[src/cpu_defines.svh]
`ifndef CPU_DEFINES_SVH
`define CPU_DEFINES_SVH

// datapath and architectural registers.
`define CPU_XLEN          32
`define CPU_REG_COUNT     32
`define CPU_REG_IDX_W     5

// reorder tags, one per in-flight instruction.
`define CPU_TAG_W         2
`define CPU_ROB_DEPTH     4

// apb address map.
`define CPU_APB_ADDR_W    12
`define CPU_ADDR_INSTR    12'h000
`define CPU_ADDR_STATUS   12'h004

// register window, register n at base + 4n.
`define CPU_ADDR_REG_BASE 12'h080

`endif
[src/cpu_pkg.sv]
`default_nettype none

`include "cpu_defines.svh"

package cpu_pkg;

    // operations both lanes can execute.
    typedef enum logic [3:0] {
        ADD,
        SUB,
        SLL,
        SLT,
        SLTU,
        XOR,
        SRL,
        SRA,
        OR,
        AND
    } alu_op_e;

    // instruction on its way from dispatch to a lane.
    typedef struct packed {
        logic                      valid;
        logic [`CPU_TAG_W-1:0]     tag;
        alu_op_e                   op;
        logic [`CPU_XLEN-1:0]      a;
        logic [`CPU_XLEN-1:0]      b;    // rs2 data or sign-extended immediate.
        logic [`CPU_REG_IDX_W-1:0] dest;
    } issue_t;

    // lane output, also the retire write.
    typedef struct packed {
        logic                      valid;
        logic [`CPU_TAG_W-1:0]     tag;
        logic [`CPU_REG_IDX_W-1:0] dest;
        logic [`CPU_XLEN-1:0]      value;
    } result_t;

endpackage

`default_nettype wire

[src/cpu_core.sv]
`default_nettype none

`include "cpu_defines.svh"

module cpu_core (
    input  wire                         clk,
    input  wire                         rstn,
    input  wire                         psel,
    input  wire                         penable,
    input  wire                         pwrite,
    input  wire [`CPU_APB_ADDR_W-1:0]   paddr,
    input  wire [`CPU_XLEN-1:0]         pwdata,
    output logic [`CPU_XLEN-1:0]        prdata,
    output logic                        pready,
    output logic                        pslverr
);
    import cpu_pkg::*;

    logic [`CPU_REG_IDX_W-1:0] rd_idx_a;
    logic [`CPU_REG_IDX_W-1:0] rd_idx_b;
    logic [`CPU_REG_IDX_W-1:0] rd_idx_host;
    logic [`CPU_XLEN-1:0]      rd_data_a;
    logic [`CPU_XLEN-1:0]      rd_data_b;
    logic [`CPU_XLEN-1:0]      rd_data_host;
    issue_t                    issue0;
    issue_t                    issue1;
    result_t                   result0;
    result_t                   result1;
    result_t                   retired;

    dispatch_unit u_dispatch (.*);

    // retire is the only writer of the register file.
    register_file u_regs (
        .*,
        .wr (retired)
    );

    // short and long lane, so results come back out of order.
    alu_lane #(.LATENCY(1)) lane0 (
        .clk,
        .rstn,
        .issue  (issue0),
        .result (result0)
    );

    alu_lane #(.LATENCY(3)) lane1 (
        .clk,
        .rstn,
        .issue  (issue1),
        .result (result1)
    );

    retire_unit u_retire (.*);

endmodule

`default_nettype wire

[src/retire_unit.sv]
`default_nettype none

`include "cpu_defines.svh"

module retire_unit (
    input  wire                     clk,
    input  wire                     rstn,
    input  wire cpu_pkg::result_t   result0,
    input  wire cpu_pkg::result_t   result1,
    output cpu_pkg::result_t        retired
);
    import cpu_pkg::*;

    logic [`CPU_ROB_DEPTH-1:0] slot_valid;
    logic [`CPU_REG_IDX_W-1:0] slot_dest  [`CPU_ROB_DEPTH];
    logic [`CPU_XLEN-1:0]      slot_value [`CPU_ROB_DEPTH];
    logic [`CPU_TAG_W-1:0]     head;
    logic                      head_ready;
    logic                      retired_v;
    result_t                   retired_q;

    // oldest tag, in program order.
    assign head_ready = slot_valid[head];

    // tags in flight are unique, so the lanes never hit the same slot.
    always_ff @(posedge clk or negedge rstn) begin
        if (!rstn) begin
            slot_valid <= '0;
            head       <= '0;
            retired_v  <= 1'b0;
        end else begin
            if (head_ready) begin
                slot_valid[head] <= 1'b0;
                head             <= head + 1'b1;
            end
            if (result0.valid) begin
                slot_valid[result0.tag] <= 1'b1;
            end
            if (result1.valid) begin
                slot_valid[result1.tag] <= 1'b1;
            end
            retired_v <= head_ready;
        end
    end

    always_ff @(posedge clk) begin
        if (result0.valid) begin
            slot_dest[result0.tag]  <= result0.dest;
            slot_value[result0.tag] <= result0.value;
        end
        if (result1.valid) begin
            slot_dest[result1.tag]  <= result1.dest;
            slot_value[result1.tag] <= result1.value;
        end
        if (head_ready) begin
            retired_q.valid <= 1'b1;
            retired_q.tag   <= head;
            retired_q.dest  <= slot_dest[head];
            retired_q.value <= slot_value[head];
        end
    end

    always_comb begin
        retired       = retired_q;
        retired.valid = retired_v;
    end

endmodule

`default_nettype wire

[src/alu_lane.sv]
`default_nettype none

`include "cpu_defines.svh"

module alu_lane #(
    parameter int LATENCY = 1
) (
    input  wire                    clk,
    input  wire                    rstn,
    input  wire cpu_pkg::issue_t   issue,
    output cpu_pkg::result_t       result
);
    import cpu_pkg::*;

    logic [`CPU_XLEN-1:0] alu_out;
    logic [4:0]           shamt;
    logic [LATENCY-1:0]   stage_v;
    result_t              stage_q [LATENCY];

    assign shamt = issue.b[4:0];

    always_comb begin
        case (issue.op)
            ADD:     alu_out = issue.a + issue.b;
            SUB:     alu_out = issue.a - issue.b;
            SLL:     alu_out = issue.a << shamt;
            SLT:     alu_out = {{(`CPU_XLEN - 1){1'b0}}, $signed(issue.a) < $signed(issue.b)};
            SLTU:    alu_out = {{(`CPU_XLEN - 1){1'b0}}, issue.a < issue.b};
            XOR:     alu_out = issue.a ^ issue.b;
            SRL:     alu_out = issue.a >> shamt;
            SRA:     alu_out = $signed(issue.a) >>> shamt;
            OR:      alu_out = issue.a | issue.b;
            AND:     alu_out = issue.a & issue.b;
            default: alu_out = '0;
        endcase
    end

    // valid chain, one stage per cycle of latency.
    always_ff @(posedge clk or negedge rstn) begin
        if (!rstn) begin
            stage_v <= '0;
        end else begin
            stage_v[0] <= issue.valid;
            for (int i = 1; i < LATENCY; i++) begin
                stage_v[i] <= stage_v[i-1];
            end
        end
    end

    always_ff @(posedge clk) begin
        stage_q[0] <= '{valid: 1'b1, tag: issue.tag, dest: issue.dest, value: alu_out};
        for (int i = 1; i < LATENCY; i++) begin
            stage_q[i] <= stage_q[i-1];
        end
    end

    always_comb begin
        result       = stage_q[LATENCY-1];
        result.valid = stage_v[LATENCY-1];
    end

endmodule

`default_nettype wire

[src/dispatch_unit.sv]
`default_nettype none

`include "cpu_defines.svh"

module dispatch_unit (
    input  wire                          clk,
    input  wire                          rstn,
    input  wire                          psel,
    input  wire                          penable,
    input  wire                          pwrite,
    input  wire [`CPU_APB_ADDR_W-1:0]    paddr,
    input  wire [`CPU_XLEN-1:0]          pwdata,
    output logic [`CPU_XLEN-1:0]         prdata,
    output logic                         pready,
    output logic                         pslverr,
    output logic [`CPU_REG_IDX_W-1:0]    rd_idx_a,
    output logic [`CPU_REG_IDX_W-1:0]    rd_idx_b,
    output logic [`CPU_REG_IDX_W-1:0]    rd_idx_host,
    input  wire [`CPU_XLEN-1:0]          rd_data_a,
    input  wire [`CPU_XLEN-1:0]          rd_data_b,
    input  wire [`CPU_XLEN-1:0]          rd_data_host,
    output cpu_pkg::issue_t              issue0,
    output cpu_pkg::issue_t              issue1,
    input  wire cpu_pkg::result_t        retired
);
    import cpu_pkg::*;

    localparam int CNT_W = $clog2(`CPU_ROB_DEPTH + 1);
    localparam logic [CNT_W-1:0] FULL = CNT_W'(`CPU_ROB_DEPTH);
    localparam int REG_WIN_END = `CPU_ADDR_REG_BASE + 4 * `CPU_REG_COUNT;

    logic                        access;
    logic                        instr_wr;
    logic                        status_rd;
    logic                        reg_rd;
    logic [6:0]                  opcode;
    logic [6:0]                  funct7;
    logic [6:0]                  f7_eff;
    logic [2:0]                  funct3;
    logic [`CPU_REG_IDX_W-1:0]   rs1;
    logic [`CPU_REG_IDX_W-1:0]   rs2;
    logic [`CPU_REG_IDX_W-1:0]   rd;
    logic [`CPU_XLEN-1:0]        imm;
    logic                        is_op;
    logic                        is_imm;
    logic                        known;
    logic                        legal;
    logic                        hazard;
    logic                        accept;
    alu_op_e                     op;
    logic [`CPU_REG_COUNT-1:0]   busy;
    logic [CNT_W-1:0]            in_flight;
    logic [`CPU_TAG_W-1:0]       next_tag;
    logic                        lane_sel;
    logic                        issue0_v;
    logic                        issue1_v;
    issue_t                      issue_q;

    assign access    = psel & penable;
    assign instr_wr  = access & pwrite & (paddr == `CPU_ADDR_INSTR);
    assign status_rd = paddr == `CPU_ADDR_STATUS;
    assign reg_rd    = paddr >= `CPU_ADDR_REG_BASE && paddr < REG_WIN_END && paddr[1:0] == 2'b00;

    // instruction fields.
    assign opcode = pwdata[6:0];
    assign rd     = pwdata[11:7];
    assign funct3 = pwdata[14:12];
    assign rs1    = pwdata[19:15];
    assign rs2    = pwdata[24:20];
    assign funct7 = pwdata[31:25];
    assign imm    = {{(`CPU_XLEN - 12){pwdata[31]}}, pwdata[31:20]};
    assign is_op  = opcode == 7'b0110011;
    assign is_imm = opcode == 7'b0010011;

    // for op-imm only the shifts carry a funct7.
    assign f7_eff = (is_op || funct3[1:0] == 2'b01) ? funct7 : 7'h00;

    always_comb begin
        op    = ADD;
        known = 1'b1;
        case ({f7_eff, funct3})
            {7'h00, 3'b000}: op = ADD;
            {7'h20, 3'b000}: op = SUB;
            {7'h00, 3'b001}: op = SLL;
            {7'h00, 3'b010}: op = SLT;
            {7'h00, 3'b011}: op = SLTU;
            {7'h00, 3'b100}: op = XOR;
            {7'h00, 3'b101}: op = SRL;
            {7'h20, 3'b101}: op = SRA;
            {7'h00, 3'b110}: op = OR;
            {7'h00, 3'b111}: op = AND;
            default:         known = 1'b0;
        endcase
    end

    assign legal  = (is_op | is_imm) & known;
    // rs2 is a source only for r-type.
    assign hazard = busy[rs1] | (is_op & busy[rs2]) | busy[rd] | (in_flight == FULL);
    assign accept = instr_wr & legal & ~hazard;

    always_comb begin
        pslverr = 1'b0;
        pready  = 1'b0;
        if (access) begin
            if (pwrite) begin
                pslverr = paddr != `CPU_ADDR_INSTR || !legal;
                pready  = pslverr | ~hazard;
            end else begin
                pslverr = ~(status_rd | reg_rd);
                pready  = 1'b1;
            end
        end
    end

    always_comb begin
        prdata = '0;
        if (status_rd) begin
            prdata[CNT_W-1:0] = in_flight;
        end else if (reg_rd) begin
            prdata = rd_data_host;
        end
    end

    assign rd_idx_a    = rs1;
    assign rd_idx_b    = rs2;
    assign rd_idx_host = paddr[2 +: `CPU_REG_IDX_W];

    // scoreboard, count, tags and lane toggle.
    always_ff @(posedge clk or negedge rstn) begin
        if (!rstn) begin
            busy      <= '0;
            in_flight <= '0;
            next_tag  <= '0;
            lane_sel  <= 1'b0;
            issue0_v  <= 1'b0;
            issue1_v  <= 1'b0;
        end else begin
            if (retired.valid) begin
                busy[retired.dest] <= 1'b0;
            end
            if (accept && rd != '0) begin
                busy[rd] <= 1'b1;
            end
            case ({accept, retired.valid})
                2'b10:   in_flight <= in_flight + 1'b1;
                2'b01:   in_flight <= in_flight - 1'b1;
                default: in_flight <= in_flight;
            endcase
            issue0_v <= accept & ~lane_sel;
            issue1_v <= accept & lane_sel;
            if (accept) begin
                next_tag <= next_tag + 1'b1;
                lane_sel <= ~lane_sel;
            end
        end
    end

    always_ff @(posedge clk) begin
        if (accept) begin
            issue_q.valid <= 1'b1;
            issue_q.tag   <= next_tag;
            issue_q.op    <= op;
            issue_q.a     <= rd_data_a;
            issue_q.b     <= is_imm ? imm : rd_data_b;
            issue_q.dest  <= rd;
        end
    end

    // one payload, valid only toward the chosen lane.
    always_comb begin
        issue0       = issue_q;
        issue0.valid = issue0_v;
        issue1       = issue_q;
        issue1.valid = issue1_v;
    end

endmodule

`default_nettype wire

[src/register_file.sv]
`default_nettype none

`include "cpu_defines.svh"

module register_file (
    input  wire                        clk,
    input  wire                        rstn,
    input  wire [`CPU_REG_IDX_W-1:0]   rd_idx_a,
    input  wire [`CPU_REG_IDX_W-1:0]   rd_idx_b,
    input  wire [`CPU_REG_IDX_W-1:0]   rd_idx_host,
    output logic [`CPU_XLEN-1:0]       rd_data_a,
    output logic [`CPU_XLEN-1:0]       rd_data_b,
    output logic [`CPU_XLEN-1:0]       rd_data_host,
    input  wire cpu_pkg::result_t      wr
);

    logic [`CPU_XLEN-1:0] regs [`CPU_REG_COUNT];

    // x0 is cleared by reset and never written after.
    always_ff @(posedge clk or negedge rstn) begin
        if (!rstn) begin
            for (int i = 0; i < `CPU_REG_COUNT; i++) begin
                regs[i] <= '0;
            end
        end else if (wr.valid && wr.dest != '0) begin
            regs[wr.dest] <= wr.value;
        end
    end

    // two operand ports and the host port.
    assign rd_data_a    = regs[rd_idx_a];
    assign rd_data_b    = regs[rd_idx_b];
    assign rd_data_host = regs[rd_idx_host];

endmodule

`default_nettype wire

[config.mk]
export PLATFORM = sky130hd
export DESIGN_NAME = cpu_core
export DESIGN_NICKNAME = d
export VERILOG_FILES = /design/src/cpu_pkg.sv /design/src/cpu_core.sv /design/src/retire_unit.sv /design/src/alu_lane.sv /design/src/dispatch_unit.sv /design/src/register_file.sv
export VERILOG_INCLUDE_DIRS = /design/src
export SDC_FILE = /design/constraint.sdc
export NUM_CORES = 2
export LEC_CHECK = 0
export BUFFER_PORTS_ARGS = -buffer_cell sky130_fd_sc_hd__clkbuf_2
export CORE_MARGIN = 3
export CORE_UTILIZATION = 40
export CTS_BUF_LIST = sky130_fd_sc_hd__clkbuf_16
export DETAILED_ROUTE_END_ITERATION = 8
export PLACE_DENSITY = 0.66
export REMOVE_ABC_BUFFERS = 1
export SYNTH_ARGS = -nofsm -noshare
export SYNTH_HDL_FRONTEND = slang
export SYNTH_HIERARCHICAL = 1
export SYNTH_SLANG_ARGS = --single-unit
[constraint.sdc]
create_clock -name clk -period 13 [get_ports clk]
set_input_delay 1.95 -clock clk [delete_from_list [all_inputs] [get_ports clk]]
set_output_delay 1.95 -clock clk [all_outputs]
set_load 0.05 [all_outputs]
# After elaboration in Yosys (flattened, before gate mapping)
# Memories as Yosys holds them, arrays and structs flattened. A register that Yosys moved wholly into a read port is not among the register bits.
# Cells that the tools add are included.
# W data, S select, Z words.
# classes
addsub,6
multipliers,0
div,0
order_cmp,21
eq_ne,25
shifts,3
muxes,52
bitwise,32
reduce_logical,22
# op_table
op,n
$bwmux W1024,1
$bmux W32 S5,3
$mux W32,11
$pmux W32 S10,1
$demux W32 S5,1
$and A32 B32 Y32,2
$lt A32 B32 Y1,2
$or A32 B32 Y32,2
$eq A10 B3 Y1 const B,4
$pmux W4 S9,1
$add A32 B32 Y32,1
$not A32 Y32,1
$shl A32 B5 Y32,1
$shr A32 B5 Y32,1
$sshr A32 B5 Y32,1
$sub A32 B32 Y32,1
$xor A32 B32 Y32,1
$mux W29,1
$ge A6 B6 Y1 const B,4
$lt A5 B6 Y1 const B,4
$not A5 Y6,4
$eq A10 B2 Y1 const B,2
$eq A10 B9 Y1 const B,2
$mux W1,18
45 further kinds,91
# totals
register_bits,1150
latch_bits,0
mem_bits_rw,307
rom_bits,0
in_bits,49
wordCells,213
memories,4
# memory_table
name,depth,word_bits,read_ports,rd_clocked_by_memory_dff,wr,line_no,rtl
u_retire.slot_value,4,32,1,1,2,retire_unit.sv:16,logic [`CPU_XLEN-1:0] slot_value [`CPU_ROB_DEPTH];
lane1.stage_q,3,40,3,0,3,alu_lane.sv:18,result_t stage_q [LATENCY];
lane0.stage_q,1,39,1,0,1,alu_lane.sv:18,
u_retire.slot_dest,4,5,1,1,2,retire_unit.sv:15,logic [`CPU_REG_IDX_W-1:0] slot_dest [`CPU_ROB_DEPTH];

# Longest topological paths before layout
# logic_depth
depth_word,12
ltp_mapped,16

# Hierarchy
# The synthesis kept the hierarchy.
# modules_own_cells
mod,instances,cells_each,area_each_um2,seq_area_each_um2
register_file,1,5768,64245.4,25624.6
alu_lane (lane1),1,1399,11571.1,2417.3
alu_lane (lane0),1,1270,9115.0,805.8
retire_unit,1,435,8719.6,5790.6
dispatch_unit,1,574,6492.5,3253.1

# Worst setup path after synthesis
# No wires, ideal clock.
# synth_timing
path_kind,input-to-output
start,input pwdata[15]
end,output pready
arrival_time_ns,4.283
required_ns,11.050
setup_slack_ns,6.767
cell_stages,8
n_path_buf,1
path_cell_list,buf_2 > mux4_2 > nand3_1 > nand3_1 > or4_4 > nor3_1 > nand2_1 > a21oi_1
# synth_between
elab_chain_cells,9
# synth_lines
element,line_no,rtl
from (decl),cpu_core.sv:12,"input wire [`CPU_XLEN-1:0] pwdata,"
$bmux W1 S5,dispatch_unit.sv:98,assign hazard = busy[rs1] | (is_op & busy[rs2]) | busy[rd] | (in_flight == FULL);
$mux W1 (not written as such),dispatch_unit.sv:98,
$or A1 B1 Y1 (3 in series),dispatch_unit.sv:98,
$not A1 Y1,dispatch_unit.sv:107,pready = pslverr | ~hazard;
$or A1 B1 Y1,dispatch_unit.sv:107,
$mux W1,dispatch_unit.sv:105,if (pwrite) begin
$mux W1,dispatch_unit.sv:104,if (access) begin
to (decl),cpu_core.sv:14,"output logic pready,"
# No other way between the ends. The select of a mux whose other input is x is not followed.

# Worst setup path in the final report
# layout_timing
start,input paddr[3]
end,output prdata[5]
# layout_between
elab_chain_cells,6
word_cells_on_any_way,11
classes_between,order compare: 2; eq/ne: 1; mux: 5; bitwise: 1; reduce/logical: 2
# layout_lines
element,line_no,rtl
from (decl),cpu_core.sv:11,"input wire [`CPU_APB_ADDR_W-1:0] paddr,"
$not A5 Y6 (not written as such),register_file.sv:33,assign rd_data_host = regs[rd_idx_host];
$bmux W32 S5,register_file.sv:33,
$mux W32 (not written as such) (2 in series),register_file.sv:33,
via rd_data_host[5],cpu_core.sv:24,logic [`CPU_XLEN-1:0] rd_data_host;
$mux W32,dispatch_unit.sv:119,end else if (reg_rd) begin
$mux W29,dispatch_unit.sv:117,if (status_rd) begin
to (decl),cpu_core.sv:13,"output logic [`CPU_XLEN-1:0] prdata,"
# The timed path passes the listed nets, and every way through them passes these cells. The select of a mux whose other input is x is not followed.

==> impl_metrics.toml <==
[global_route]
grt_max_degree = 161
grt_pass1_wl_mm = 563.4
grt_pass1_vias = 80166
overflow = 0
antenna_found_initial = 42
grtUsageTotal_pct = 29.35

[critical_path]
cp_max_fo = 62
worstPathCellList = "buf_8 -> buf_4 -> buf_4 -> mux2i_1 -> a22oi_1 -> nand3_1 -> nand3_1 -> and2_1 -> clkbuf_2"
worstPathRequired_ns = 11.05
r2r_slack_ns = 7.61
reg2regPathDepth = 12
cpMaxStageDelayCell = "buf_4"
r2r-start = "u_dispatch/issue0[7]$_DFFE_PP_"
reg2reg_to = "lane0/stage_q[0][0]$_SDFF_PN0_"
cpPeakStageDelay_ns = 0.81
path_class = "in -> out"
endpoint_kind = "output port"
critPathArrivalTime_ns = 5.55
start_kind = "input port"

[timing]
worst_pin_slew_ns = 1.324
finalSetupViolCount = 0
rsz0062_at_grt = "no"
skew_ns = 0.04961
period_share_pct = 57.68
finalMaxSlewViolations = 0
hold_viol = 0
slew_headroom_pct = 11.77
fin_crit_ns = 7.498
fmax_ghz = 0.1334
finalSetupTns_ns = 0

[power_and_ir_drop]
p_clk_share_pct = 46.3
internal-power_uw = 7721
ir_drop_v = 0.0001386
switching_share_pct = 26.08
comb_power_share_pct = 8.3
seq_power_share_pct = 45.4
powerDensity_nw_per_um2 = 97.18
p_leak_uw = 0.04859
p_sw_uw = 2724

[route]
num_vias = 82195
routed_wl_mm = 391.9
wl_met1_mm = 151.5
drt-initial-drc-count = 10854
avgRoutedWirePerCell_um = 31.61
wl_met2_mm = 168.2
ant_nets = 0
vias_per_cell = 6.631
highest_layer = "met5"
wl_met3_mm = 43.78
drtPass1Iterations = 7
drc = 0

[clock_tree]
clkLatencyLatePin_ns = 0.85
cts_tree = "built"
cts_resized = 0
htree_levels = 4
clock_sinks = 1491
cts_setup_buffers = 0
postCtsHoldBufs = 0
clockBufferDepth = 3
clk_root_buffer_cell = "clkbuf_16"
clkTransAtPathRegs_ns = 0.06
cts_buffers = 164

[min_path]
holdPathStages = 0
holdCritStartpoint = "lane1/stage_q[0][39]$_DFF_P_"
min_to = "lane1/stage_q[0][79]$_DFF_P_"
hold_class = "reg -> reg"

[yosys]
ys_warn_count = 6
syn_inst = 9444
avgSynthCellArea_um2 = 10.60
synthesis.area_um2 = 100100

[placed_design]
hpwl_mm = 234.4
io_buffers = 82
gp_congestion = 1.002

[floorplanning]
die_x_um = 506.2
pin_count = 83
die_h_um = 506.2
start_util_pct = 40.25
dieArea_um2 = 256200
placement_rows = 183
coreArea_um2 = 248700

[status]
status = "finished clean"

[final_layout]
syn2layout_area_growth_pct = 7.394
drive_gt1_share_pct = 21.89
fin_nets = 9163
utilization_pct = 43.23

[flow_run]
cap_violations = 0
[through the flow]
step | power [uW] | hold slack (ns) | std cells | setup WS (ns) | area, um^2
after floorplan | 5211 | 0.3096 | 8456 | 3.815 | 95100
after global placement | 5663 | 0.3110 | 12074 | 5.537 | 101900
after detailed placement | 5670 | 0.3121 | 12074 | 5.555 | 101900
after CTS | 10470 | 0.2967 | 12381 | 5.548 | 107400
after global routing | 10710 | 0.3226 | 12385 | 5.419 | 107500
final | 10450 | 0.3067 | 12395 | 5.502 | 107500
[flip-flops by register name (all words and copies together), names as in the netlist]
| register | flops |
|---|---|
| u_regs/regs | 1024 |
| u_dispatch/issue0 | 75 |
| lane1/stage_v | 3 |
| u_dispatch/busy | 32 |
| u_retire/slot_value | 128 |
| u_retire/head | 2 |
| lane1/stage_q | 117 |
| u_retire/retired | 37 |
| u_retire/retired_v | 1 |
| u_dispatch/lane_sel | 1 |
| u_dispatch/in_flight | 3 |
| lane0/stage_q | 39 |
| u_dispatch/issue1_v | 1 |
| u_retire/slot_valid | 4 |
| u_dispatch/next_tag | 2 |
| u_retire/slot_dest | 20 |
| lane0/stage_v | 1 |
| u_dispatch/issue0_v | 1 |
[worst max-delay path, delay by kind of cell]
family | cells | cell delay (ns)
buf+inv | 4 | 2.22
simple gates | 3 | 0.67
mux | 1 | 0.29
compound gates | 1 | 0.12
[cell usage in the layout (no fill, tap or decap), types with 240 or more instances in the layout]
| master | count |
|---|---|
| mux2i_1 | 1614 |
| mux2_2 | 1166 |
| dfrtp_1 | 1073 |
| nand2_1 | 526 |
| a21oi_1 | 499 |
| nand3_1 | 380 |
| a22oi_1 | 317 |
| nor2_1 | 311 |
| edfxtp_1 | 260 |
| o21ai_0 | 252 |
| inv_1 | 240 |
[worst max path at each step]
stage | startpoint | slack (ns) | to | cells past startpoint
floorplan | paddr[4] | 3.82 | prdata[0] | 5
global placement | paddr[3] | 5.54 | prdata[31] | 10
detailed placement | paddr[3] | 5.55 | prdata[31] | 10
CTS | paddr[3] | 5.55 | prdata[31] | 10
global route | paddr[3] | 5.42 | prdata[31] | 10
finish | paddr[3] | 5.50 | prdata[5] | 9
[power groups by stage]
stage	logic (uW)	clock network (uW)	registers (uW)
2_1_floorplan	380	0	4830
3_3_place_gp	833	0	4830
3_5_place_dp	840	0	4830
4_1_cts	841	4890	4740
5_1_grt	893	5080	4740
6_report	872	4830	4740
[routing by layer]
layer  up-vias  GRT usage [%]
met5         -              0
met3      1393          8.124
met2      5295          43.93
li1      34056              -
met1     41425          37.42
met4        26          18.43
[layout make-up]
cell class                      instances  area, um^2
Antenna cell                           14       35.03
Timing Repair Buffer                  288        2222
Multi-Input combinational cell       6752       56890
Tap cell                             3330        4167
Inverter                              213       804.5
Clock inverter                        142        1405
Clock buffer                          165        4129
Sequential cell                      1491       37830
Fill cell                           23336      141200
Note: power is estimated with default switching activity, not from simulation.
